File: src/verilog/rv32_macros.svh
// RV32I widths, data memory depth and the fixed opcode/funct codes.
// Only the nine base opcodes are known. Anything else halts the stage.
`ifndef RV32_MACROS_SVH
`define RV32_MACROS_SVH

`define XLEN       32
`define REGADDR_W  5

// data memory is word organised, byte addressed
`define MEM_WORDS  64
`define MEM_AW     6

`define OPC_OP     7'b0110011 // register compute
`define OPC_OPIMM  7'b0010011 // immediate compute
`define OPC_BRANCH 7'b1100011
`define OPC_LOAD   7'b0000011
`define OPC_STORE  7'b0100011
`define OPC_JAL    7'b1101111
`define OPC_JALR   7'b1100111
`define OPC_LUI    7'b0110111
`define OPC_AUIPC  7'b0010111

`define FUNCT7_ALT 7'b0100000 // sub and sra

`endif
File: src/verilog/rv32Pkg.sv
// Instruction word views and the decode select types.
// Field order in each struct follows the RV32I encoding, msb first.
`include "rv32_macros.svh"

package rv32Pkg;

  typedef struct packed {
    logic [6:0]            funct7;
    logic [`REGADDR_W-1:0] rs2;
    logic [`REGADDR_W-1:0] rs1;
    logic [2:0]            funct3;
    logic [`REGADDR_W-1:0] rd;
    logic [6:0]            opcode;
  } rFmt_t;

  typedef struct packed {
    logic [11:0]           imm11_0;
    logic [`REGADDR_W-1:0] rs1;
    logic [2:0]            funct3;
    logic [`REGADDR_W-1:0] rd;
    logic [6:0]            opcode;
  } iFmt_t;

  typedef struct packed {
    logic [6:0]            imm11_5;
    logic [`REGADDR_W-1:0] rs2;
    logic [`REGADDR_W-1:0] rs1;
    logic [2:0]            funct3;
    logic [4:0]            imm4_0;
    logic [6:0]            opcode;
  } sFmt_t;

  typedef struct packed {
    logic                  imm12;
    logic [5:0]            imm10_5;
    logic [`REGADDR_W-1:0] rs2;
    logic [`REGADDR_W-1:0] rs1;
    logic [2:0]            funct3;
    logic [3:0]            imm4_1;
    logic                  imm11;
    logic [6:0]            opcode;
  } bFmt_t;

  typedef struct packed {
    logic [19:0]           imm31_12;
    logic [`REGADDR_W-1:0] rd;
    logic [6:0]            opcode;
  } uFmt_t;

  typedef struct packed {
    logic                  imm20;
    logic [9:0]            imm10_1;
    logic                  imm11;
    logic [7:0]            imm19_12;
    logic [`REGADDR_W-1:0] rd;
    logic [6:0]            opcode;
  } jFmt_t;

  // one instruction word, six ways to read it
  typedef union packed {
    rFmt_t rFmt;
    iFmt_t iFmt;
    sFmt_t sFmt;
    bFmt_t bFmt;
    uFmt_t uFmt;
    jFmt_t jFmt;
  } instWord_t;

  typedef enum logic [2:0] {
    IMM_NONE, IMM_I, IMM_S, IMM_B, IMM_U, IMM_J, IMM_SHAMT
  } immSel_t;

  typedef enum logic [1:0] {WB_ALU, WB_MEM, WB_PC4, WB_IMM} wbSel_t;

  typedef enum logic [1:0] {MEM_BYTE, MEM_HALF, MEM_WORD} memSize_t;

  typedef enum logic {LOAD_SIGNED, LOAD_UNSIGNED} loadExt_t;

endpackage

File: src/verilog/ctrlIf.sv
// Decoded control for one instruction, valid only in its own cycle.
`timescale 1ns/1ns

interface ctrlIf;
  import rv32Pkg::*;

  logic     isBranch;
  logic     isJump;
  logic     aluSrcA; // 1 selects pc, 0 rs1
  logic     aluSrcB; // 1 selects imm, 0 rs2
  immSel_t  immSel;
  logic     memRead;
  logic     memWrite;
  memSize_t memSize;
  loadExt_t loadExt;
  logic     regWrite;
  wbSel_t   wbSel;
  logic     decodeHalt;

  modport dec (output isBranch, isJump, aluSrcA, aluSrcB, immSel, memRead, memWrite,
               memSize, loadExt, regWrite, wbSel, decodeHalt);
  modport alu (input aluSrcA, aluSrcB, immSel);
  modport pcu (input isBranch, isJump);
  modport mem (input memRead, memWrite, memSize, loadExt);
  modport wb  (input regWrite, wbSel, decodeHalt);
endinterface

File: src/verilog/rvExecStage.sv
// RV32I execute and memory stage, one result per inValid, one cycle later.
// No back-pressure. Register file and fetch live with the caller.
`timescale 1ns/1ns
`include "rv32_macros.svh"

module rvExecStage (
  input  logic                  clk,
  input  logic                  arstN,
  input  logic                  inValid,
  input  logic [`XLEN-1:0]      inst,
  input  logic [`XLEN-1:0]      pc,
  input  logic [`XLEN-1:0]      rs1Val,
  input  logic [`XLEN-1:0]      rs2Val,
  output logic                  outValid,
  output logic [`XLEN-1:0]      wbData,
  output logic [`REGADDR_W-1:0] rd,
  output logic                  rdWrite,
  output logic [`XLEN-1:0]      nextPc,
  output logic                  halt
);
  import rv32Pkg::*;

  instWord_t        instWord;
  logic [`XLEN-1:0] imm;
  logic [`XLEN-1:0] aluOut;
  logic [`XLEN-1:0] nextPcComb;
  logic [`XLEN-1:0] loadData;
  logic             aluHalt;
  logic             pcHalt;
  logic             memHalt;
  logic             blockWrite;

  ctrlIf ctrlBus ();

  assign instWord   = inst;
  assign blockWrite = aluHalt || pcHalt || ctrlBus.decodeHalt; // no store on any halt

  decodeControl u_decodeControl (.inst(instWord), .ctrl(ctrlBus));

  immGen u_immGen (.inst(instWord), .ctrl(ctrlBus), .imm(imm));

  alu u_alu (
    .ctrl(ctrlBus), .inst(instWord), .pc(pc), .rs1Val(rs1Val), .rs2Val(rs2Val),
    .imm(imm), .aluOut(aluOut), .aluHalt(aluHalt)
  );

  nextPcUnit u_nextPcUnit (
    .ctrl(ctrlBus), .inst(instWord), .pc(pc), .rs1Val(rs1Val), .rs2Val(rs2Val),
    .aluOut(aluOut), .nextPc(nextPcComb), .pcHalt(pcHalt)
  );

  dataMemory u_dataMemory (
    .clk(clk), .arstN(arstN), .ctrl(ctrlBus), .inValid(inValid), .addr(aluOut),
    .storeVal(rs2Val), .blockWrite(blockWrite), .loadData(loadData), .memHalt(memHalt)
  );

  writebackReg u_writebackReg (
    .clk(clk), .arstN(arstN), .ctrl(ctrlBus), .inValid(inValid), .inst(instWord),
    .pc(pc), .aluOut(aluOut), .imm(imm), .loadData(loadData), .nextPcIn(nextPcComb),
    .aluHalt(aluHalt), .pcHalt(pcHalt), .memHalt(memHalt), .outValid(outValid),
    .wbData(wbData), .rd(rd), .rdWrite(rdWrite), .nextPc(nextPc), .halt(halt)
  );

endmodule

File: src/verilog/writebackReg.sv
// Writeback select and the single output register.
// Payload only loads on inValid, outValid and halt are cleared otherwise.
`timescale 1ns/1ns
`include "rv32_macros.svh"

module writebackReg (
  input  logic                  clk,
  input  logic                  arstN,
  ctrlIf.wb                     ctrl,
  input  logic                  inValid,
  input  rv32Pkg::instWord_t    inst,
  input  logic [`XLEN-1:0]      pc,
  input  logic [`XLEN-1:0]      aluOut,
  input  logic [`XLEN-1:0]      imm,
  input  logic [`XLEN-1:0]      loadData,
  input  logic [`XLEN-1:0]      nextPcIn,
  input  logic                  aluHalt,
  input  logic                  pcHalt,
  input  logic                  memHalt,
  output logic                  outValid,
  output logic [`XLEN-1:0]      wbData,
  output logic [`REGADDR_W-1:0] rd,
  output logic                  rdWrite,
  output logic [`XLEN-1:0]      nextPc,
  output logic                  halt
);
  import rv32Pkg::*;

  logic [`XLEN-1:0] wbValue;
  logic             anyHalt;

  assign anyHalt = ctrl.decodeHalt || aluHalt || pcHalt || memHalt;

  always_comb
  begin
    case (ctrl.wbSel)
      WB_MEM:  wbValue = loadData;
      WB_PC4:  wbValue = pc + 32'd4; // link address
      WB_IMM:  wbValue = imm;
      default: wbValue = aluOut;
    endcase
  end

  always_ff @(posedge clk or negedge arstN)
  begin
    if (!arstN)
    begin
      outValid <= 1'b0;
      rdWrite  <= 1'b0;
      halt     <= 1'b0;
    end
    else
    begin
      outValid <= inValid;
      rdWrite  <= inValid && ctrl.regWrite && !anyHalt && (inst.rFmt.rd != '0); // x0 stays 0
      halt     <= inValid && anyHalt;
    end
  end

  always_ff @(posedge clk)
  begin
    if (inValid)
    begin
      wbData <= wbValue;
      rd     <= inst.rFmt.rd;
      nextPc <= nextPcIn;
    end
  end

endmodule

File: src/verilog/dataMemory.sv
// 64-word data memory, byte lanes little-endian. Address bits above
// the word index are ignored, so accesses wrap. Cleared on reset.
`timescale 1ns/1ns
`include "rv32_macros.svh"

module dataMemory (
  input  logic             clk,
  input  logic             arstN,
  ctrlIf.mem               ctrl,
  input  logic             inValid,
  input  logic [`XLEN-1:0] addr,
  input  logic [`XLEN-1:0] storeVal,
  input  logic             blockWrite,
  output logic [`XLEN-1:0] loadData,
  output logic             memHalt
);
  import rv32Pkg::*;

  logic [`XLEN-1:0]  mem [`MEM_WORDS];
  logic [`MEM_AW-1:0] wordIdx;
  logic [3:0]         byteEn;
  logic [`XLEN-1:0]   wrData;
  logic [`XLEN-1:0]   laneWord;
  logic               misaligned;
  logic               doWrite;

  assign wordIdx    = addr[`MEM_AW+1:2];
  assign misaligned = (ctrl.memSize == MEM_HALF && addr[0])
                   || (ctrl.memSize == MEM_WORD && addr[1:0] != 2'b00);
  assign memHalt    = (ctrl.memRead || ctrl.memWrite) && misaligned;
  assign doWrite    = inValid && ctrl.memWrite && !memHalt && !blockWrite;

  always_comb
  begin
    case (ctrl.memSize)
      MEM_BYTE:
      begin
        byteEn = 4'b0001 << addr[1:0];
        wrData = {4{storeVal[7:0]}}; // replicated to every lane
      end
      MEM_HALF:
      begin
        byteEn = 4'b0011 << addr[1:0];
        wrData = {2{storeVal[15:0]}};
      end
      default:
      begin
        byteEn = 4'b1111;
        wrData = storeVal;
      end
    endcase
  end

  always_ff @(posedge clk or negedge arstN)
  begin
    if (!arstN)
    begin
      for (int w = 0; w < `MEM_WORDS; w++)
        mem[w] <= '0;
    end
    else if (doWrite)
    begin
      for (int b = 0; b < 4; b++)
        if (byteEn[b])
          mem[wordIdx][b*8 +: 8] <= wrData[b*8 +: 8];
    end
  end

  assign laneWord = mem[wordIdx] >> {addr[1:0], 3'b000}; // addressed lane to bit 0

  always_comb
  begin
    case (ctrl.memSize)
      MEM_BYTE:
        loadData = (ctrl.loadExt == LOAD_UNSIGNED) ? {24'b0, laneWord[7:0]}
                                                   : {{24{laneWord[7]}}, laneWord[7:0]};
      MEM_HALF:
        loadData = (ctrl.loadExt == LOAD_UNSIGNED) ? {16'b0, laneWord[15:0]}
                                                   : {{16{laneWord[15]}}, laneWord[15:0]};
      default:
        loadData = laneWord;
    endcase
  end

endmodule

File: src/verilog/nextPcUnit.sv
// Branch resolution and next pc. Targets come from the ALU (pc+imm or rs1+imm).
// A taken target off a word boundary halts.
`timescale 1ns/1ns
`include "rv32_macros.svh"

module nextPcUnit (
  ctrlIf.pcu                 ctrl,
  input  rv32Pkg::instWord_t inst,
  input  logic [`XLEN-1:0]   pc,
  input  logic [`XLEN-1:0]   rs1Val,
  input  logic [`XLEN-1:0]   rs2Val,
  input  logic [`XLEN-1:0]   aluOut,
  output logic [`XLEN-1:0]   nextPc,
  output logic               pcHalt
);
  import rv32Pkg::*;

  logic             cond;
  logic             badFunct3;
  logic             taken;
  logic [`XLEN-1:0] target;

  always_comb
  begin
    badFunct3 = 1'b0;
    case (inst.bFmt.funct3)
      3'b000:  cond = (rs1Val == rs2Val);
      3'b001:  cond = (rs1Val != rs2Val);
      3'b100:  cond = ($signed(rs1Val) < $signed(rs2Val));
      3'b101:  cond = ($signed(rs1Val) >= $signed(rs2Val));
      3'b110:  cond = (rs1Val < rs2Val);
      3'b111:  cond = (rs1Val >= rs2Val);
      default:
      begin
        cond      = 1'b0;
        badFunct3 = 1'b1;
      end
    endcase
  end

  assign taken  = ctrl.isJump || (ctrl.isBranch && cond);
  assign target = (inst.iFmt.opcode == `OPC_JALR) ? {aluOut[`XLEN-1:1], 1'b0} : aluOut;
  assign nextPc = taken ? target : pc + 32'd4;
  assign pcHalt = (ctrl.isBranch && badFunct3) || (taken && target[1:0] != 2'b00);

endmodule

File: src/verilog/alu.sv
// Integer ALU. Full function decode only for OP and OP-IMM,
// every other opcode just adds its selected operands.
`timescale 1ns/1ns
`include "rv32_macros.svh"

module alu (
  ctrlIf.alu                 ctrl,
  input  rv32Pkg::instWord_t inst,
  input  logic [`XLEN-1:0]   pc,
  input  logic [`XLEN-1:0]   rs1Val,
  input  logic [`XLEN-1:0]   rs2Val,
  input  logic [`XLEN-1:0]   imm,
  output logic [`XLEN-1:0]   aluOut,
  output logic               aluHalt
);
  import rv32Pkg::*;

  logic [`XLEN-1:0] opA;
  logic [`XLEN-1:0] opB;
  logic [`XLEN-1:0] sraOut;
  logic             isOp;
  logic             isOpImm;
  logic             isAlt;
  logic             funct7Bad;
  logic             isShift;

  assign opA       = ctrl.aluSrcA ? pc : rs1Val;
  assign opB       = ctrl.aluSrcB ? imm : rs2Val;
  assign sraOut    = $signed(opA) >>> opB[4:0]; // sign-filling shift
  assign isOp      = (inst.rFmt.opcode == `OPC_OP);
  assign isOpImm   = (inst.rFmt.opcode == `OPC_OPIMM);
  assign isAlt     = (inst.rFmt.funct7 == `FUNCT7_ALT); // imm[11:5] for OP-IMM
  assign funct7Bad = (inst.rFmt.funct7 != 7'b0) && !isAlt;
  assign isShift   = (inst.rFmt.funct3 == 3'b001) || (inst.rFmt.funct3 == 3'b101);
  // OP-IMM only carries funct7 in its shifts
  assign aluHalt   = funct7Bad && (isOp || (isOpImm && isShift));

  always_comb
  begin
    aluOut = opA + opB; // address and link arithmetic
    if (isOp || isOpImm)
    begin
      case (inst.rFmt.funct3)
        3'b000:  aluOut = (isOp && isAlt) ? opA - opB : opA + opB;
        3'b001:  aluOut = opA << opB[4:0];
        3'b010:  aluOut = {31'b0, $signed(opA) < $signed(opB)};
        3'b011:  aluOut = {31'b0, opA < opB};
        3'b100:  aluOut = opA ^ opB;
        3'b101:  aluOut = isAlt ? sraOut : opA >> opB[4:0];
        3'b110:  aluOut = opA | opB;
        default: aluOut = opA & opB;
      endcase
    end
  end

endmodule

File: src/verilog/immGen.sv
// Immediate builder. All formats sign-extend from inst bit 31
// except the shift amount, which is zero-extended.
`timescale 1ns/1ns
`include "rv32_macros.svh"

module immGen (
  input  rv32Pkg::instWord_t inst,
  ctrlIf.alu                 ctrl,
  output logic [`XLEN-1:0]   imm
);
  import rv32Pkg::*;

  always_comb
  begin
    case (ctrl.immSel)
      IMM_I:
        imm = {{20{inst.iFmt.imm11_0[11]}}, inst.iFmt.imm11_0};
      IMM_S:
        imm = {{20{inst.sFmt.imm11_5[6]}}, inst.sFmt.imm11_5, inst.sFmt.imm4_0};
      IMM_B:
        imm = {{20{inst.bFmt.imm12}}, inst.bFmt.imm11, inst.bFmt.imm10_5,
               inst.bFmt.imm4_1, 1'b0}; // halfword offsets
      IMM_U:
        imm = {inst.uFmt.imm31_12, 12'b0};
      IMM_J:
        imm = {{12{inst.jFmt.imm20}}, inst.jFmt.imm19_12, inst.jFmt.imm11,
               inst.jFmt.imm10_1, 1'b0};
      IMM_SHAMT:
        imm = {27'b0, inst.rFmt.rs2}; // shamt sits in the rs2 field
      default:
        imm = '0;
    endcase
  end

endmodule

File: src/verilog/decodeControl.sv
// Opcode and funct3 decode into the control bundle.
// funct7 legality is left to the ALU, branch funct3 is checked here and in nextPcUnit.
`timescale 1ns/1ns
`include "rv32_macros.svh"

module decodeControl (
  input rv32Pkg::instWord_t inst,
  ctrlIf.dec                ctrl
);
  import rv32Pkg::*;

  logic [2:0] funct3;

  assign funct3 = inst.rFmt.funct3;

  always_comb
  begin
    ctrl.isBranch   = 1'b0;
    ctrl.isJump     = 1'b0;
    ctrl.aluSrcA    = 1'b0;
    ctrl.aluSrcB    = 1'b0;
    ctrl.immSel     = IMM_NONE;
    ctrl.memRead    = 1'b0;
    ctrl.memWrite   = 1'b0;
    ctrl.memSize    = MEM_WORD;
    ctrl.loadExt    = funct3[2] ? LOAD_UNSIGNED : LOAD_SIGNED; // lbu/lhu have bit 2 set
    ctrl.regWrite   = 1'b0;
    ctrl.wbSel      = WB_ALU;
    ctrl.decodeHalt = 1'b0;
    case (inst.rFmt.opcode)
      `OPC_OP:
        ctrl.regWrite = 1'b1;
      `OPC_OPIMM:
      begin
        ctrl.aluSrcB  = 1'b1;
        ctrl.immSel   = (funct3 == 3'b001 || funct3 == 3'b101) ? IMM_SHAMT : IMM_I;
        ctrl.regWrite = 1'b1;
      end
      `OPC_LOAD:
      begin
        ctrl.aluSrcB  = 1'b1;
        ctrl.immSel   = IMM_I;
        ctrl.memRead  = 1'b1;
        ctrl.regWrite = 1'b1;
        ctrl.wbSel    = WB_MEM;
        case (funct3)
          3'b000, 3'b100: ctrl.memSize = MEM_BYTE;
          3'b001, 3'b101: ctrl.memSize = MEM_HALF;
          3'b010:         ctrl.memSize = MEM_WORD;
          default:        ctrl.decodeHalt = 1'b1; // no such load
        endcase
      end
      `OPC_STORE:
      begin
        ctrl.aluSrcB  = 1'b1;
        ctrl.immSel   = IMM_S;
        ctrl.memWrite = 1'b1;
        case (funct3)
          3'b000:  ctrl.memSize = MEM_BYTE;
          3'b001:  ctrl.memSize = MEM_HALF;
          3'b010:  ctrl.memSize = MEM_WORD;
          default: ctrl.decodeHalt = 1'b1;
        endcase
      end
      `OPC_BRANCH:
      begin
        ctrl.isBranch   = 1'b1;
        ctrl.aluSrcA    = 1'b1; // target is pc + imm
        ctrl.aluSrcB    = 1'b1;
        ctrl.immSel     = IMM_B;
        ctrl.decodeHalt = (funct3 == 3'b010 || funct3 == 3'b011);
      end
      `OPC_JAL:
      begin
        ctrl.isJump   = 1'b1;
        ctrl.aluSrcA  = 1'b1;
        ctrl.aluSrcB  = 1'b1;
        ctrl.immSel   = IMM_J;
        ctrl.regWrite = 1'b1;
        ctrl.wbSel    = WB_PC4;
      end
      `OPC_JALR:
      begin
        ctrl.isJump   = 1'b1;
        ctrl.aluSrcB  = 1'b1; // rs1 + imm
        ctrl.immSel   = IMM_I;
        ctrl.regWrite = 1'b1;
        ctrl.wbSel    = WB_PC4;
      end
      `OPC_LUI:
      begin
        ctrl.immSel   = IMM_U;
        ctrl.regWrite = 1'b1;
        ctrl.wbSel    = WB_IMM;
      end
      `OPC_AUIPC:
      begin
        ctrl.aluSrcA  = 1'b1;
        ctrl.aluSrcB  = 1'b1;
        ctrl.immSel   = IMM_U;
        ctrl.regWrite = 1'b1;
      end
      default:
        ctrl.decodeHalt = 1'b1; // unknown opcode
    endcase
  end

endmodule

File: config.mk
export PLATFORM = sky130hd
export DESIGN_NAME = rvExecStage
export DESIGN_NICKNAME = d
export VERILOG_FILES = /design/src/verilog/rv32Pkg.sv /design/src/verilog/ctrlIf.sv /design/src/verilog/rvExecStage.sv /design/src/verilog/writebackReg.sv /design/src/verilog/dataMemory.sv /design/src/verilog/nextPcUnit.sv /design/src/verilog/alu.sv /design/src/verilog/immGen.sv /design/src/verilog/decodeControl.sv
export VERILOG_INCLUDE_DIRS = /design/src /design/src/verilog
export SDC_FILE = /design/constraint.sdc
export NUM_CORES = 2
export LEC_CHECK = 0
export BUFFER_PORTS_ARGS = -buffer_cell sky130_fd_sc_hd__buf_2
export CAP_MARGIN = 30
export CORE_UTILIZATION = 35
export DETAILED_ROUTE_END_ITERATION = 8
export PLACE_DENSITY_LB_ADDON = 0.15
export SLEW_MARGIN = 15
export SYNTH_ARGS = -nofsm -noshare
export SYNTH_HDL_FRONTEND = slang
export SYNTH_SLANG_ARGS = --single-unit
File: constraint.sdc
create_clock -name clk -period 4.4 [get_ports clk]
set_clock_uncertainty 0.2 [all_clocks]
set_input_delay 1.1 -clock clk [delete_from_list [all_inputs] [get_ports clk]]
set_output_delay 1.1 -clock clk [all_outputs]
set_load 0.01 [all_outputs]
==> Word-level counts from Yosys, hierarchy flattened <==
Cells that the tools add are included.
W data, S select, Z words.
{ "op_classes": {"bitwise": 4, "n_addsub": 3, "eq_ne": 30, "shift": 6, "order_cmp": 8, "n_reduce_logical": 53, "muxes": 56} }
{ "op_table": {"columns": ["op", "count"], "rows": [
  ["$mux W2048", 7],
  ["$bwmux W2048", 4],
  ["$demux W32 S6", 4],
  ["$mux W32", 11],
  ["$pmux W32 S7", 1],
  ["$bmux W32 S6", 1],
  ["$pmux W32 S6", 1],
  ["$lt A32 B32 Y1", 4],
  ["$pmux W32 S2", 2],
  ["$pmux W32 S3", 1],
  ["$ge A32 B32 Y1", 2],
  ["$shr A32 B5 Y32", 2],
  ["$add A32 B3 Y32 const B", 1],
  ["$add A32 B32 Y32", 1],
  ["$and A32 B32 Y32", 1],
  ["$eq A32 B32 Y1", 1],
  ["$ne A32 B32 Y1", 1],
  ["$or A32 B32 Y32", 1],
  ["$shl A32 B5 Y32", 1],
  ["$sshr A32 B5 Y32", 1],
  ["$sub A32 B32 Y32", 1],
  ["$xor A32 B32 Y32", 1],
  ["$eq A7 B6 Y1 const B", 4],
  ["$mux W24", 1],
  ["other kinds (36)", 105]
]} }
{ "word_totals": {"output_inout_bits": 72, "input_bits": 131, "wordCells": 230, "ff_bits": 2120} }

==> Depth between registers and ports, before layout <==
{ "depth": {"word_depth": 28, "ltp_mapped": 35, "depth_no_buf": 25} }

==> Modules after synthesis <==
Synthesis repeated with hierarchy kept, for this count alone.
{ "unflattened": {"cells_unflattened": 10603, "hier_area_um2": 106783.7} }
{ "by_module_without_submodules": {"columns": ["module", "instances", "area_per_inst_um2", "cells_each", "seq_area_each_um2"], "rows": [
  ["dataMemory", 1, 90914.7, 8550, 51249.2],
  ["alu", 1, 9514.1, 1439, 0.0],
  ["writebackReg", 1, 3575.9, 241, 2147.1],
  ["nextPcUnit", 1, 2008.2, 247, 0.0],
  ["immGen", 1, 419.2, 67, 0.0],
  ["decodeControl", 1, 345.3, 58, 0.0],
  ["rvExecStage", 1, 6.3, 1, 0.0]
]} }

==> Least setup slack after synthesis <==
No wires, ideal clock.
{ "synth_timing": {"kind": "input -> register", "start": "input inst[6]", "end": "register u_dataMemory.mem[1718] (netlist bit)", "setup_time_ns": 0.144, "t_arrival_ns": 7.723, "required_ns": 4.056, "path_slack_ns": -3.668, "stages": 30, "path_buffers": 9, "cell_sequence": "or2_1 > a2111oi_4 > nor2_1 > a221oi_2 > buf_2 > buf_4 > buf_2 > buf_1 > buf_1 > ha_1 > clkbuf_1 > a21o_1 > a21oi_1 > o31ai_1 > a21oi_1 > o211a_1 > a2111oi_0 > o31a_1 > o211ai_1 > a31oi_1 > o311ai_1 > and2_1 > clkbuf_1 > nand2_1 > o211ai_1 > clkbuf_1 > nand4_1 > clkbuf_1 > nand2_1 > o21ai_0"} }
{ "synth_between": {"elab_chain_cells": 23, "elab_cells_between_ends": 99, "classes_between": "2 x add/sub; 4 x order compare; 17 x eq/ne; 5 x shift; 35 x mux; 4 x bitwise; 32 x reduce/logical"} }
{ "synth_lines": {"columns": ["element", "line_no", "source"], "rows": [
  ["start: declaration", "rvExecStage.sv:10", "input logic [`XLEN-1:0] inst,"],
  ["branches (longest 23 deep; another with $add A32 B32 Y32)", null, null],
  ["end signal: indexed assignment", "dataMemory.sv:65", "mem[wordIdx][b*8 +: 8] <= wrData[b*8 +: 8];"],
  ["end: declaration", "dataMemory.sv:19", "logic [`XLEN-1:0] mem [`MEM_WORDS];"]
]} }
Parallel ways; which one is timed is not known. The select of a mux whose other input is x is not followed.
A chain may end at the register's enable or synchronous reset.

==> Worst setup path in the final report <==
{ "layout_timing": {"start": "input inst[6]", "end": "register u_writebackReg.wbData[28] (data pin)"} }
{ "layout_between": {"elab_chain_cells": 18, "elab_cells_between_ends": 58, "classes_between": "2 x add/sub; 2 x order compare; 19 x eq/ne; 4 x shift; 19 x mux; 4 x bitwise; 8 x reduce/logical"} }
{ "layout_lines": {"columns": ["element", "line_no", "source"], "rows": [
  ["$eq A7 B6 Y1, or another cell as far along", "decodeControl.sv:30", "case (inst.rFmt.opcode)"],
  ["$reduce_or A2 Y1 (no line)", null, null],
  ["$pmux W3 S6", "decodeControl.sv:30", null],
  ["$eq A3 B3 Y1, or another cell as far along", "immGen.sv:15", "case (ctrl.immSel)"],
  ["$pmux W32 S6", "immGen.sv:15", null],
  ["$mux W32", "alu.sv:28", "assign opB = ctrl.aluSrcB ? imm : rs2Val;"],
  ["$add A32 B32 Y32, or another cell as far along", "alu.sv:40, alu.sv:44", null],
  ["$mux W32 (on tied branches)", "alu.sv:44, alu.sv:49", null],
  ["(+2 left out)", null, null],
  ["$not A6 Y7 (implied by the code)", "dataMemory.sv:69", "assign laneWord = mem[wordIdx] >> {addr[1:0], 3'b000};"],
  ["$bmux W32 S6", "dataMemory.sv:69", null],
  ["$mux W32 (implied by the code) (2 in series)", "dataMemory.sv:69", null],
  ["$shr A32 B5 Y32", "dataMemory.sv:69", null],
  ["$mux W32 (on tied branches)", "dataMemory.sv:78, dataMemory.sv:75", null],
  ["$pmux W32 S2", "dataMemory.sv:73", "case (ctrl.memSize)"],
  ["$pmux W32 S3 *", "writebackReg.sv:36", "case (ctrl.wbSel)"],
  ["named net u_writebackReg.wbValue[28]", "writebackReg.sv:29", "logic [`XLEN-1:0] wbValue;"],
  ["end signal: assignment", "writebackReg.sv:64", "wbData <= wbValue;"],
  ["end: declaration", "writebackReg.sv:21", "output logic [`XLEN-1:0] wbData,"]
]} }
Mark *: on every way through the listed nets, which the timed path passes. The rest lies on a longest branch. The select of a mux whose other input is x is not followed.

==> flow_summary.ini <==
[floorplanning]
core_um2 = 300000
start_util = 0.3523
ioPinCount = 203
rows = 201
die-area_um2 = 304200
die_h_um = 551.5
die_w_um = 551.5

[sta]
hold_ws_ns = 0.2695
worst_pin_slew_ns = 1.176
setup_viol = 2114
period_needed_ns = 6.999
slew_viol_final = 0
fin_ws_ns = -2.599
timing.final.crit_share = 1.591
fmax_ghz = 0.1429
rsz0062_at_grt = true
slew_headroom = 0.2163
setup_tns_ns = -4513.01
hold_viol = 0

[layout]
final_common_cell = nand2_1
fin_nets = 13550
area_growth_pct = 35.33
final_cell_mix = nand2_1 (2,428), dfrtp_1 (2,051), buf_4 (1,834), o21ai_0 (1,753), mux2_2 (555)
drive_gt1_frac = 0.2982

[grt]
grt_pass1_vias = 98570
grt-ovfl-total = 0
antenna_found_initial = 41
grt_pass1_wl_mm = 755.5
grt_max_degree = 165
grtUsageTotal = 0.3466

[routing]
drcViolationCount = 0
wl_per_cell_um = 31.01
vias_per_cell = 5.856
postRouteAntennaNets = 0
first_pass_iters = 6
num_vias = 102200
drt_first_iter_violations = 12160
routed_wl_mm = 541.1

[worst_setup_path]
cpPeakStageDelay_ns = 0.53
crit_top_cell = buf_6
reg2reg_from = u_dataMemory.mem[239]$_DFFE_PN0P_
ff2ff_path_depth = 14
reg2reg_setup_slack_ns = 1.15
worstSetupStartpointType = primary input
critPathRequiredTime_ns = 4.92
end_kind = flip-flop
crit_type = in -> reg
worst_ep_arrival_time_ns = 7.52
r2r-end = u_writebackReg.wbData[28]$_DFFE_PP_
setup.worst_path.start = inst[6]
cpMaxStageDelayCell = or4_4
path_max_fanout = 8

[hold_path]
hp-class = reg -> reg
holdPathEnd = u_dataMemory.mem[1054]$_DFFE_PN0P_
worstHoldStart = u_dataMemory.mem[1054]$_DFFE_PN0P_
hold_depth = 2

[run_status]
outcome = complete, but fails checks
violations = setup timing

[logic_synthesis]
yosys.area_share.simple = 0.1468
synth-compound-area-share = 0.2009
syn_area_um2 = 105700
synth_cell_type_count = 108
synth_edf_count = 69
yosys_warnings = 0
mappedNetlistNets = 11690
syn_avg_cell_area_um2 = 9.253
synth_seq_cells = 2120
netlist_instances = 11420
synth-seq-area-share = 0.5052
async_flop_share = 0.9675
synthMuxAreaShare = 0.08085
synth-xor-area-share = 0.005955
ys.flop_type = dfrtp_1
synth_top_family_by_area = compound AO/OA/AOI/OAI gates
synthAdderAreaFrac = 0.01577

[place]
place_congestion = 1.032
io_buffers = 202
hpwlAfterDp_mm = 389.8

[clocking]
cts.path.max_buffers = 4
ctsHtreeMaxLevel = 4
cts_buffers = 238
root_buffer = clkbuf_16
clk_pin_slew_ns = 0.06
cts.sinks = 2120
insertion_delay_ns = 0.98
cts_tree = yes

[pwr]
ir_worst_vdd_mv = 0.3986
total_power_w = 0.06381
powerDensity_nw_per_um2 = 446.1
p_leak_nw = 65.51

[run]
drv_cap = 0
how the worst max path moves through the flow:
| stage | to | slack (ns) | cells after the start |
|---|---|---|---|
| floorplan | u_dataMemory.mem[1366]$_DFFE_PN0P_ | -2.56 | 29 |
| finish | u_writebackReg.wbData[28]$_DFFE_PP_ | -2.60 | 33 |
| detailed placement | u_writebackReg.wbData[21]$_DFFE_PP_ | -4.45 | 31 |
| CTS | u_writebackReg.wbData[18]$_DFFE_PP_ | -2.41 | 32 |
| global route | u_writebackReg.wbData[28]$_DFFE_PP_ | -2.63 | 34 |
| global placement | u_writebackReg.wbData[10]$_DFFE_PP_ | -4.97 | 28 |
Yosys cell counts (122+ instances only):
master	n	area, um^2
a21oi_1	383	1917
buf_2	219	1096
clkbuf_1	594	2230
dfrtp_1	2051	51320
ha_1	130	1627
inv_1	138	518.0
mux2_2	558	6284
mux2i_1	145	1451
nand2_1	2463	9245
nand3_1	268	1341
nand4_1	130	813.3
nor2_1	398	1494
nor3_1	167	835.8
o21ai_0	1778	8899
o221ai_1	122	1069
o22ai_1	461	2884
logic make-up (layout without fill, tap and decap cells):
group,count (synthesis),count (layout)
and+or+nand+nor,3691,3691
AOI/OAI and AO/OA,3542,3542
muxes,771,771
DFF,2120,2120
adders and majority gates,132,132
other,0,17
xor gates and xnor gates,71,71
buffers and inverters,1095,3148
metrics by stage:
stage | util | worst slack [ns] | cell area [um^2] | instances
final | 0.4767 | -2.599 | 143000 | 17450
after global routing | 0.4766 | -2.628 | 143000 | 17440
after global placement | 0.4326 | -4.971 | 129800 | 16810
after detailed placement | 0.4327 | -4.447 | 129800 | 16820
after floorplan | - | -2.561 | 106800 | 11420
after CTS | 0.4694 | -2.412 | 140800 | 17360
worst max-delay path, delay by kind of cell:
kind | cells | cell delay [ns]
buf+inv | 12 | 1.84
compound gates | 14 | 2.94
fa+ha+maj | 1 | 0.36
xor+xnor | 1 | 0.12
simple gates | 5 | 1.09
repair_timing:
item                        CTS  global route
hold endpoints to repair      9             0
pin swaps                    80            87
hold buffers                  1             0
setup endpoints to repair  2114          2114
resized for setup           302           264
cloned                        9            12
setup buffers                99            72
metal layers:
layer  part of all wire  vias to the layer above  global-route usage
met2               0.44                     5107              0.5276
met4              0.054                       28              0.1632
li1                   -                    44550                   -
met1               0.42                    51420              0.4747
met3              0.085                     1083             0.06594
met5            0.00033                        -                   0
power by group:
part	switching, W	internal [W]	total (W)
sequential	0.000141	0.0197	0.0199
clock	0.00879	0.0126	0.0214
combinational	0.0139	0.00867	0.0226
sequential cells by signal, indices dropped and copies added, names as in the netlist:
name                     count
u_writebackReg.outValid      1
u_writebackReg.halt          1
u_writebackReg.nextPc       32
u_dataMemory.mem          2048
u_writebackReg.rd            5
u_writebackReg.rdWrite       1
u_writebackReg.wbData       32
layout make-up:
cell class                      instances  area [um^2]
Multi-Input combinational cell       8207        50900
Fill cell                           28200       157000
Antenna cell                           17        42.54
Sequential cell                      2120        53400
Tap cell                             3958         4952
Timing Repair Buffer                 2570        24890
Clock buffer                          340         6893
Inverter                              145        548.0
Clock inverter                         93         1405
(Power assumes the default switching activity.)
